==> src/hdl/video_pkg.sv <==
// Video types for the shell output path
// core video bundle, orientation modes and the scaler
// sync and slot-word constants
`default_nettype none

package video_pkg;

  ////////////////////////////////////////
  // colour and orientation

  typedef logic [23:0] rgb_t;

  // reserved is treated the same as horizontal
  typedef enum logic [1:0] {
    ORIENT_AUTO       = 2'd0,
    ORIENT_HORIZONTAL = 2'd1,
    ORIENT_VERTICAL   = 2'd2,
    ORIENT_RESERVED   = 3
  } orientation_mode_t;

  ////////////////////////////////////////
  // core video bundle

  typedef struct packed {
    logic hblank;
    logic vblank;
    logic hsync;
    logic vsync;
    rgb_t rgb;
  } core_video_t;

  ////////////////////////////////////////
  // scaler sync and slot word

  // hsync delay so it never lands on the vsync pulse
  localparam int unsigned HS_DELAY   = 7;
  localparam int unsigned HS_COUNT_W = $clog2(HS_DELAY + 1);
  typedef logic [HS_COUNT_W-1:0] hs_count_t;

  // bit 13 of the slot word picks the scaler slot
  localparam int unsigned SLOT_BIT = 13;

endpackage

`default_nettype wire

==> src/hdl/shell_pkg.sv <==
// Host shell definitions
// bridge address map, settings and download flag bundles,
// core reset length and save table constants
`default_nettype none

package shell_pkg;

  ////////////////////////////////////////
  // bridge words

  typedef logic [31:0] bridge_addr_t;
  typedef logic [31:0] bridge_data_t;

  ////////////////////////////////////////
  // bridge address map

  // download flags
  localparam bridge_addr_t ADDR_CART_DOWNLOAD     = 32'h0000_0000;
  localparam bridge_addr_t ADDR_IS_COLOR_CART     = 32'h0000_0004;
  localparam bridge_addr_t ADDR_BW_BIOS           = 32'h0000_0008;
  localparam bridge_addr_t ADDR_COLOR_BIOS        = 32'h0000_000C;
  localparam bridge_addr_t ADDR_SAVE_DOWNLOAD     = 32'h0000_0010;

  localparam bridge_addr_t ADDR_CORE_RESET        = 32'h0000_0050;

  // system settings
  localparam bridge_addr_t ADDR_SYSTEM            = 32'h0000_0100;
  localparam bridge_addr_t ADDR_CPU_TURBO         = 32'h0000_0110;

  // video settings
  localparam bridge_addr_t ADDR_TRIPLE_BUFFER     = 32'h0000_0200;
  localparam bridge_addr_t ADDR_FLICKERBLEND      = 32'h0000_0204;
  localparam bridge_addr_t ADDR_ORIENTATION       = 32'h0000_0208;
  localparam bridge_addr_t ADDR_FLIP_H            = 32'h0000_020C;

  // audio settings
  localparam bridge_addr_t ADDR_FASTFORWARD_SOUND = 32'h0000_0300;

  ////////////////////////////////////////
  // core reset

  // about 14 ms at 74.25 MHz
  localparam bridge_data_t RESET_HOLD_CYCLES = 32'h0010_0000;

  ////////////////////////////////////////
  // save table

  typedef logic [11:0] save_blocks_t;
  typedef logic [9:0]  datatable_addr_t;

  localparam bridge_data_t SAVE_BLOCK_BYTES = 32'd512;
  // six rtc words after the save data
  localparam bridge_data_t RTC_EXTRA_BYTES  = 32'd12;
  // size word of data slot index 3
  localparam datatable_addr_t SAVE_TABLE_ADDR = 10'd7;

  ////////////////////////////////////////
  // settings and flags

  typedef struct packed {
    logic [1:0]                    system;
    logic                          cpu_turbo;
    logic                          triple_buffer;
    logic [1:0]                    flickerblend;
    video_pkg::orientation_mode_t  orientation;
    logic                          flip_horizontal;
    logic                          fastforward_sound;
  } core_settings_t;

  // colour in the upper bit, mono in the lower
  typedef struct packed {
    logic [1:0] cart;
    logic [1:0] bios;
    logic       save;
  } download_flags_t;

endpackage

`default_nettype wire

==> src/hdl/core_top.sv <==
// Core shell top level
// connects the host settings block and the video output path
// between the bridge, the emulator core and the scaler
`default_nettype none

module core_top (
  input  wire                          clk_74a,
  input  wire                          pll_core_locked,

  ////////////////////////////////////////
  // bridge

  input  shell_pkg::bridge_addr_t      bridge_addr,
  input  wire                          bridge_wr,
  input  shell_pkg::bridge_data_t      bridge_wr_data,

  ////////////////////////////////////////
  // emulator core

  input  shell_pkg::save_blocks_t      save_size,
  input  wire                          has_rtc,
  input  video_pkg::core_video_t       core_video,
  input  wire                          is_vertical,
  output shell_pkg::core_settings_t    settings,
  output shell_pkg::download_flags_t   downloads,
  output wire                          core_reset,

  ////////////////////////////////////////
  // data table

  output wire                          datatable_wren,
  output shell_pkg::datatable_addr_t   datatable_addr,
  output shell_pkg::bridge_data_t      datatable_data,

  ////////////////////////////////////////
  // scaler

  output wire                          video_de,
  output video_pkg::rgb_t              video_rgb,
  output wire                          video_hs,
  output wire                          video_vs
);

  host_settings i_host_settings (
    .clk_74a         (clk_74a),
    .pll_core_locked (pll_core_locked),
    .bridge_addr     (bridge_addr),
    .bridge_wr       (bridge_wr),
    .bridge_wr_data  (bridge_wr_data),
    .save_size       (save_size),
    .has_rtc         (has_rtc),
    .settings        (settings),
    .downloads       (downloads),
    .core_reset      (core_reset),
    .datatable_wren  (datatable_wren),
    .datatable_addr  (datatable_addr),
    .datatable_data  (datatable_data)
  );

  video_sync_shaper i_video_sync_shaper (
    .clk_74a         (clk_74a),
    .pll_core_locked (pll_core_locked),
    .core_video      (core_video),
    .video_hs        (video_hs),
    .video_vs        (video_vs)
  );

  // orientation comes from the host settings
  video_pixel_out i_video_pixel_out (
    .clk_74a         (clk_74a),
    .pll_core_locked (pll_core_locked),
    .core_video      (core_video),
    .orientation     (settings.orientation),
    .is_vertical     (is_vertical),
    .video_de        (video_de),
    .video_rgb       (video_rgb)
  );

endmodule

`default_nettype wire

==> src/hdl/host_settings.sv <==
// Host settings block
// decodes bridge writes into the core settings and download flags,
// runs the counted core reset and reports the save size word
`default_nettype none

module host_settings (
  input  wire                          clk_74a,
  input  wire                          pll_core_locked,

  // bridge writes
  input  shell_pkg::bridge_addr_t      bridge_addr,
  input  wire                          bridge_wr,
  input  shell_pkg::bridge_data_t      bridge_wr_data,

  // from the emulator core
  input  shell_pkg::save_blocks_t      save_size,
  input  wire                          has_rtc,

  output shell_pkg::core_settings_t    settings,
  output shell_pkg::download_flags_t   downloads,
  output logic                         core_reset,

  // data table port
  output logic                         datatable_wren,
  output shell_pkg::datatable_addr_t   datatable_addr,
  output shell_pkg::bridge_data_t      datatable_data
);

  logic                    cart_download;
  logic                    is_color_cart;
  logic [1:0]              bios_download;
  logic                    save_download;
  shell_pkg::bridge_data_t reset_count;
  shell_pkg::bridge_data_t save_bytes;

  ////////////////////////////////////////
  // bridge write decode

  always_ff @(posedge clk_74a or negedge pll_core_locked) begin
    if (!pll_core_locked) begin
      settings      <= '0;
      cart_download <= 1'b0;
      is_color_cart <= 1'b0;
      bios_download <= 2'b00;
      save_download <= 1'b0;
    end else if (bridge_wr) begin
      case (bridge_addr)
        shell_pkg::ADDR_CART_DOWNLOAD: cart_download <= bridge_wr_data[0];
        shell_pkg::ADDR_IS_COLOR_CART: is_color_cart <= bridge_wr_data[0];
        shell_pkg::ADDR_BW_BIOS:       bios_download[0] <= bridge_wr_data[0];
        shell_pkg::ADDR_COLOR_BIOS:    bios_download[1] <= bridge_wr_data[0];
        shell_pkg::ADDR_SAVE_DOWNLOAD: save_download <= bridge_wr_data[0];

        shell_pkg::ADDR_SYSTEM:    settings.system <= bridge_wr_data[1:0];
        shell_pkg::ADDR_CPU_TURBO: settings.cpu_turbo <= bridge_wr_data[0];

        shell_pkg::ADDR_TRIPLE_BUFFER: settings.triple_buffer <= bridge_wr_data[0];
        shell_pkg::ADDR_FLICKERBLEND:  settings.flickerblend <= bridge_wr_data[1:0];
        shell_pkg::ADDR_ORIENTATION: begin
          settings.orientation <= video_pkg::orientation_mode_t'(bridge_wr_data[1:0]);
        end
        shell_pkg::ADDR_FLIP_H: settings.flip_horizontal <= bridge_wr_data[0];

        shell_pkg::ADDR_FASTFORWARD_SOUND: begin
          settings.fastforward_sound <= bridge_wr_data[0];
        end

        default: begin
        end
      endcase
    end
  end

  // the cart type steers the single download bit to mono or colour
  assign downloads.cart = is_color_cart ? {cart_download, 1'b0} : {1'b0, cart_download};
  assign downloads.bios = bios_download;
  assign downloads.save = save_download;

  ////////////////////////////////////////
  // core reset

  // a new write restarts the hold
  always_ff @(posedge clk_74a or negedge pll_core_locked) begin
    if (!pll_core_locked) begin
      reset_count <= '0;
    end else if (bridge_wr && bridge_addr == shell_pkg::ADDR_CORE_RESET) begin
      reset_count <= shell_pkg::RESET_HOLD_CYCLES;
    end else if (reset_count != '0) begin
      reset_count <= reset_count - 1'b1;
    end
  end

  assign core_reset = (reset_count != '0);

  ////////////////////////////////////////
  // save table word

  // blocks of 512 bytes, rtc words appended
  assign save_bytes = shell_pkg::bridge_data_t'(save_size) * shell_pkg::SAVE_BLOCK_BYTES
                    + (has_rtc ? shell_pkg::RTC_EXTRA_BYTES : '0);

  always_ff @(posedge clk_74a or negedge pll_core_locked) begin
    if (!pll_core_locked) begin
      datatable_wren <= 1'b0;
      datatable_addr <= '0;
    end else begin
      // rewritten every cycle
      datatable_wren <= 1'b1;
      datatable_addr <= shell_pkg::SAVE_TABLE_ADDR;
    end
  end

  always_ff @(posedge clk_74a) begin
    datatable_data <= save_bytes;
  end

endmodule

`default_nettype wire

==> src/hdl/video_pixel_out.sv <==
// Pixel output stage
// registers data enable and colour for the scaler and puts the
// orientation slot word on the first blank cycle after each line
`default_nettype none

module video_pixel_out (
  input  wire                          clk_74a,
  input  wire                          pll_core_locked,
  input  video_pkg::core_video_t       core_video,
  input  video_pkg::orientation_mode_t orientation,
  input  wire                          is_vertical,
  output logic                         video_de,
  output video_pkg::rgb_t              video_rgb
);

  logic            de;
  logic            de_prev;
  logic            slot_vertical;
  video_pkg::rgb_t slot_word;

  assign de = ~(core_video.hblank | core_video.vblank);

  ////////////////////////////////////////
  // slot word

  // auto follows the core, reserved acts as horizontal
  always_comb begin
    case (orientation)
      video_pkg::ORIENT_AUTO:     slot_vertical = is_vertical;
      video_pkg::ORIENT_VERTICAL: slot_vertical = 1'b1;
      default:                    slot_vertical = 1'b0;
    endcase
  end

  always_comb begin
    slot_word = '0;
    slot_word[video_pkg::SLOT_BIT] = slot_vertical;
  end

  ////////////////////////////////////////
  // output registers

  always_ff @(posedge clk_74a or negedge pll_core_locked) begin
    if (!pll_core_locked) begin
      de_prev   <= 1'b0;
      video_de  <= 1'b0;
      video_rgb <= '0;
    end else begin
      de_prev  <= de;
      video_de <= de;

      if (de) begin
        video_rgb <= core_video.rgb;
      end else if (de_prev) begin
        // end of active run
        video_rgb <= slot_word;
      end else begin
        video_rgb <= '0;
      end
    end
  end

endmodule

`default_nettype wire

==> src/hdl/video_sync_shaper.sv <==
// Scaler sync shaper
// turns the core's sync levels into single-cycle pulses,
// with hsync held back so it never meets vsync
`default_nettype none

module video_sync_shaper (
  input  wire                    clk_74a,
  input  wire                    pll_core_locked,
  input  video_pkg::core_video_t core_video,
  output logic                   video_hs,
  output logic                   video_vs
);

  logic                  hs_prev;
  logic                  vs_prev;
  logic                  hs_rise;
  logic                  vs_rise;
  video_pkg::hs_count_t  hs_delay;

  ////////////////////////////////////////
  // edge detect

  assign hs_rise = core_video.hsync & ~hs_prev;
  assign vs_rise = core_video.vsync & ~vs_prev;

  ////////////////////////////////////////
  // pulse generation

  always_ff @(posedge clk_74a or negedge pll_core_locked) begin
    if (!pll_core_locked) begin
      hs_prev  <= 1'b0;
      vs_prev  <= 1'b0;
      hs_delay <= '0;
      video_hs <= 1'b0;
      video_vs <= 1'b0;
    end else begin
      hs_prev <= core_video.hsync;
      vs_prev <= core_video.vsync;

      // vsync goes straight out
      video_vs <= vs_rise;

      // last count step fires the hsync pulse
      video_hs <= (hs_delay == video_pkg::hs_count_t'(1));

      if (hs_rise) begin
        hs_delay <= video_pkg::hs_count_t'(video_pkg::HS_DELAY);
      end else if (hs_delay != '0) begin
        hs_delay <= hs_delay - 1'b1;
      end
    end
  end

endmodule

`default_nettype wire

==> config.mk <==
export PLATFORM = sky130hd
export DESIGN_NAME = core_top
export DESIGN_NICKNAME = d
export VERILOG_FILES = /design/src/hdl/video_pkg.sv /design/src/hdl/shell_pkg.sv /design/src/hdl/core_top.sv /design/src/hdl/host_settings.sv /design/src/hdl/video_pixel_out.sv /design/src/hdl/video_sync_shaper.sv
export SDC_FILE = /design/constraint.sdc
export NUM_CORES = 1
export LEC_CHECK = 0
export BUFFER_PORTS_ARGS = -buffer_cell sky130_fd_sc_hd__buf_4
export CORE_ASPECT_RATIO = 0.9
export CORE_MARGIN = 4
export CORE_UTILIZATION = 45
export DETAILED_ROUTE_END_ITERATION = 16
export HOLD_SLACK_MARGIN = 0.12
export PLACE_DENSITY = 0.8
export SETUP_SLACK_MARGIN = 0.02
export SLEW_MARGIN = 25
export SYNTH_ARGS = -nofsm -noshare
export SYNTH_HDL_FRONTEND = slang
export SYNTH_SLANG_ARGS = --single-unit
==> constraint.sdc <==
create_clock -name clk_74a -period 2.3 [get_ports clk_74a]
set_input_delay 0 -clock clk_74a [delete_from_list [all_inputs] [get_ports clk_74a]]
set_output_delay 0 -clock clk_74a [all_outputs]
set_load 0.01 [all_outputs]
==> impl_metrics.ini <==
[synth]
synthTopCellsByArea = dfrtp_1 49%, dfxtp_1 6.4%, buf_4 6.1%
synth_area_per_cell_um2 = 11.2
synth.top_cell.area_share = 0.490
ys.warnings.count = 0
yosysTopAreaCell = dfrtp_1
ys_seq_elements = 93
seq_area_frac_synth = 0.554
syn_area_mm2 = 0.00409
ys_dominant_reg_cell = dfrtp_1
synth_cell_types = 42
async_flop_share = 0.860
synth_edf_count = 0
synthCells = 366

[finish]
drive_gt1_frac = 0.330
area_delta_synth_final_pct = 49.6
final_area_mm2 = 0.00611
antennaDiodeCount = 0
nets = 696

[place]
gp_congestion = 0.829
numPortBuffers = 139
placed_area_mm2 = 0.00516
dp_hpwl_um = 7060

[worst_hold_path]
min_to = i_video_pixel_out.video_rgb[20]
hp-start = core_video[26]
hold_depth = 4
hold_class = input pin to flop

[clocking]
htree_levels = 3
clock-sinks = 93
numCtsBuffers = 9
clkTransAtPathRegs_ns = 0.11
cts_buffer_depth = 2
root_buffer = clkbuf_8
clk-insertion-delay-late_ns = 0.38
cts_tree = done

[timing]
finalHoldViolCount = 0
final-setup-viol-count = 0
fin_crit_sh = 0.964
fin_setup_tns_ns = 0
max_freq_ghz = 0.451
whs_ns = 0.150
rsz0062_at_grt = false
final_max_slew_viol_count = 0
worstMarginPinSlew_ns = 0.724
skew_ns = 0.0111
period_needed_ns = 2.22
slew-limit-headroom = 0.517

[drt]
wl_per_cell_um = 18.6
wl_um = 13200
drtIter0Drc = 341
drc = 0
vias = 3609
antenna_left = 0
first_pass_iters = 4
vias_per_cell = 5.10

[run_status]
outcome = complete, no violations

[floorplanning]
chipHeight_um = 98.4
rows = 32
die_x_um = 108
fp.coreArea_mm2 = 0.00873
dieArea_mm2 = 0.0107
ioPinCount = 195
floorplan.initialDensity = 0.468

[setup_path]
reg2reg_from = i_host_settings.reset_count[24]
worstPathMaxFanout = 5
cp-end-kind = flop
crit_path_start_kind = input pin
crit_arrival_ns = 2.48
crit_type = input pin to flop
r2r_cells = 7
cp_data_required_time_ns = 2.57
r2r-end = i_host_settings.reset_count[14]
regToRegSetupSlack_ns = 0.15

[power]
power_density_mw_per_mm2 = 546
power.total_mw = 3.34
vdd_drop_max_mv = 0.420
p_leak_nw = 2.83

[flow_run]
cap_violations = 0

[grt]
grt_pass1_vias = 3914
grt_max_degree = 81
antenna_found_initial = 0
overflow = 0
grt.total_usage = 0.246
grt_pass1_wl_um = 20300
## final cells by class
type / count / area, µm²
Fill cell: 506 / 2610
Sequential cell: 93 / 2260
Timing Repair Buffer: 219 / 1850
Multi-Input combinational cell: 254 / 1640
Tap cell: 119 / 149
Clock buffer: 9 / 124
Clock inverter: 7 / 75.1
Inverter: 6 / 22.5
## per-stage QoR
stage,setup slack (ns),instances,utilization
6_report,0.0826,707,0.701
3_3_place_gp,0.180,617,0.592
2_1_floorplan,0.243,390,-
4_1_cts,0.0446,707,0.699
5_1_grt,0.0327,707,0.701
3_5_place_dp,0.0679,617,0.592
## cells in the mapped netlist (all sizes together), types with 2 or more instances
cell type / instances
nor4b: 3
dfxtp: 13
conb: 2
nor4: 13
inv: 6
nand2b: 3
clkbuf: 4
ha: 4
and4: 2
nor3: 17
nand3: 5
nor2: 48
nand4: 2
o21ai: 3
mux2: 16
nand2: 27
o31ai: 2
or3: 7
xor2: 13
dfrtp: 80
nor2b: 5
buf: 33
xnor2: 16
or4: 3
and2: 26
a21oi: 3
and3: 2
## report_power, final
part | internal, mW | switching (mW)
sequential | 1.69 | 0.0374
clock | 0.431 | 0.681
combinational | 0.266 | 0.231
total | 2.39 | 0.949
## placed cells by master (no fill, tap or decap), types with 4 or more instances in the layout
master         synthesis  routed
buf_4                 33     143
dfrtp_1               80      80
dlygate4sd3_1          0      74
nor2_1                48      48
nand2_1               27      27
and2_1                26      26
conb_1                 2      26
mux2_2                16      16
xnor2_1               16      16
nor3_1                14      14
xor2_1                13      13
dfxtp_1               13      13
nor4_1                10      10
clkbuf_8               0       9
or3_1                  7       7
inv_1                  5       5
nor2b_1                5       4
nand3_1                4       4
ha_1                   4       4
## cell families after synthesis
kind of cell               Yosys count  synth area share
AOI/OAI and AO/OA                   10            0.0184
xor gates and xnor gates            29            0.0622
adders and majority gates            4            0.0122
buffers and inverters               43            0.0698
DFF                                 93             0.554
muxes                               17            0.0465
other                                2           0.00184
and+or+nand+nor                    168             0.235
## metal layers
layer	routed length (µm)	track usage	vias up
met1	5010	0.289	1752
met3	1070	0.0826	55
met5	0	0	-
li1	-	-	1600
met2	6500	0.412	202
met4	597	0.102	0
## registers in the layout, summed over array words and instances (netlist names), 2 cells and up
name	count
i_video_sync_shaper.hs_delay	3
i_video_pixel_out.video_rgb	24
i_host_settings.settings	10
i_host_settings.bios_download	2
i_host_settings.datatable_data	13
i_host_settings.reset_count	32
## how the worst max path moves through the flow
| stage | start | cells after the start | end | slack (ns) |
|---|---|---|---|---|
| 2_1_floorplan | i_host_settings.reset_count[0] | 9 | i_host_settings.reset_count[5] | 0.24 |
| 3_3_place_gp | i_host_settings.reset_count[0] | 8 | i_host_settings.reset_count[26] | 0.18 |
| 3_5_place_dp | i_host_settings.reset_count[0] | 8 | i_host_settings.reset_count[28] | 0.07 |
| 4_1_cts | i_host_settings.reset_count[0] | 8 | i_host_settings.reset_count[26] | 0.04 |
| 5_1_grt | i_host_settings.reset_count[24] | 7 | i_host_settings.reset_count[14] | 0.03 |
| 6_report | bridge_addr[26] | 8 | i_host_settings.settings[3] | 0.08 |
## critical path, stage by stage
cell and delay, ns:
buf_4 0.11, nor4_1 0.33, and4_1 0.30, nand3_1 0.19, nor3_1 0.46, nand2_1 0.20
mux2_2 0.32, dlygate4sd3_1 0.58
## what timing repair did
item,in CTS,in global routing
buffers inserted,0,0
endpoints found under the setup margin,0,10
endpoints found under the hold margin,139,0
hold buffers,74,0
resized for setup,0,2
Power figures use the tool's default switching activity.
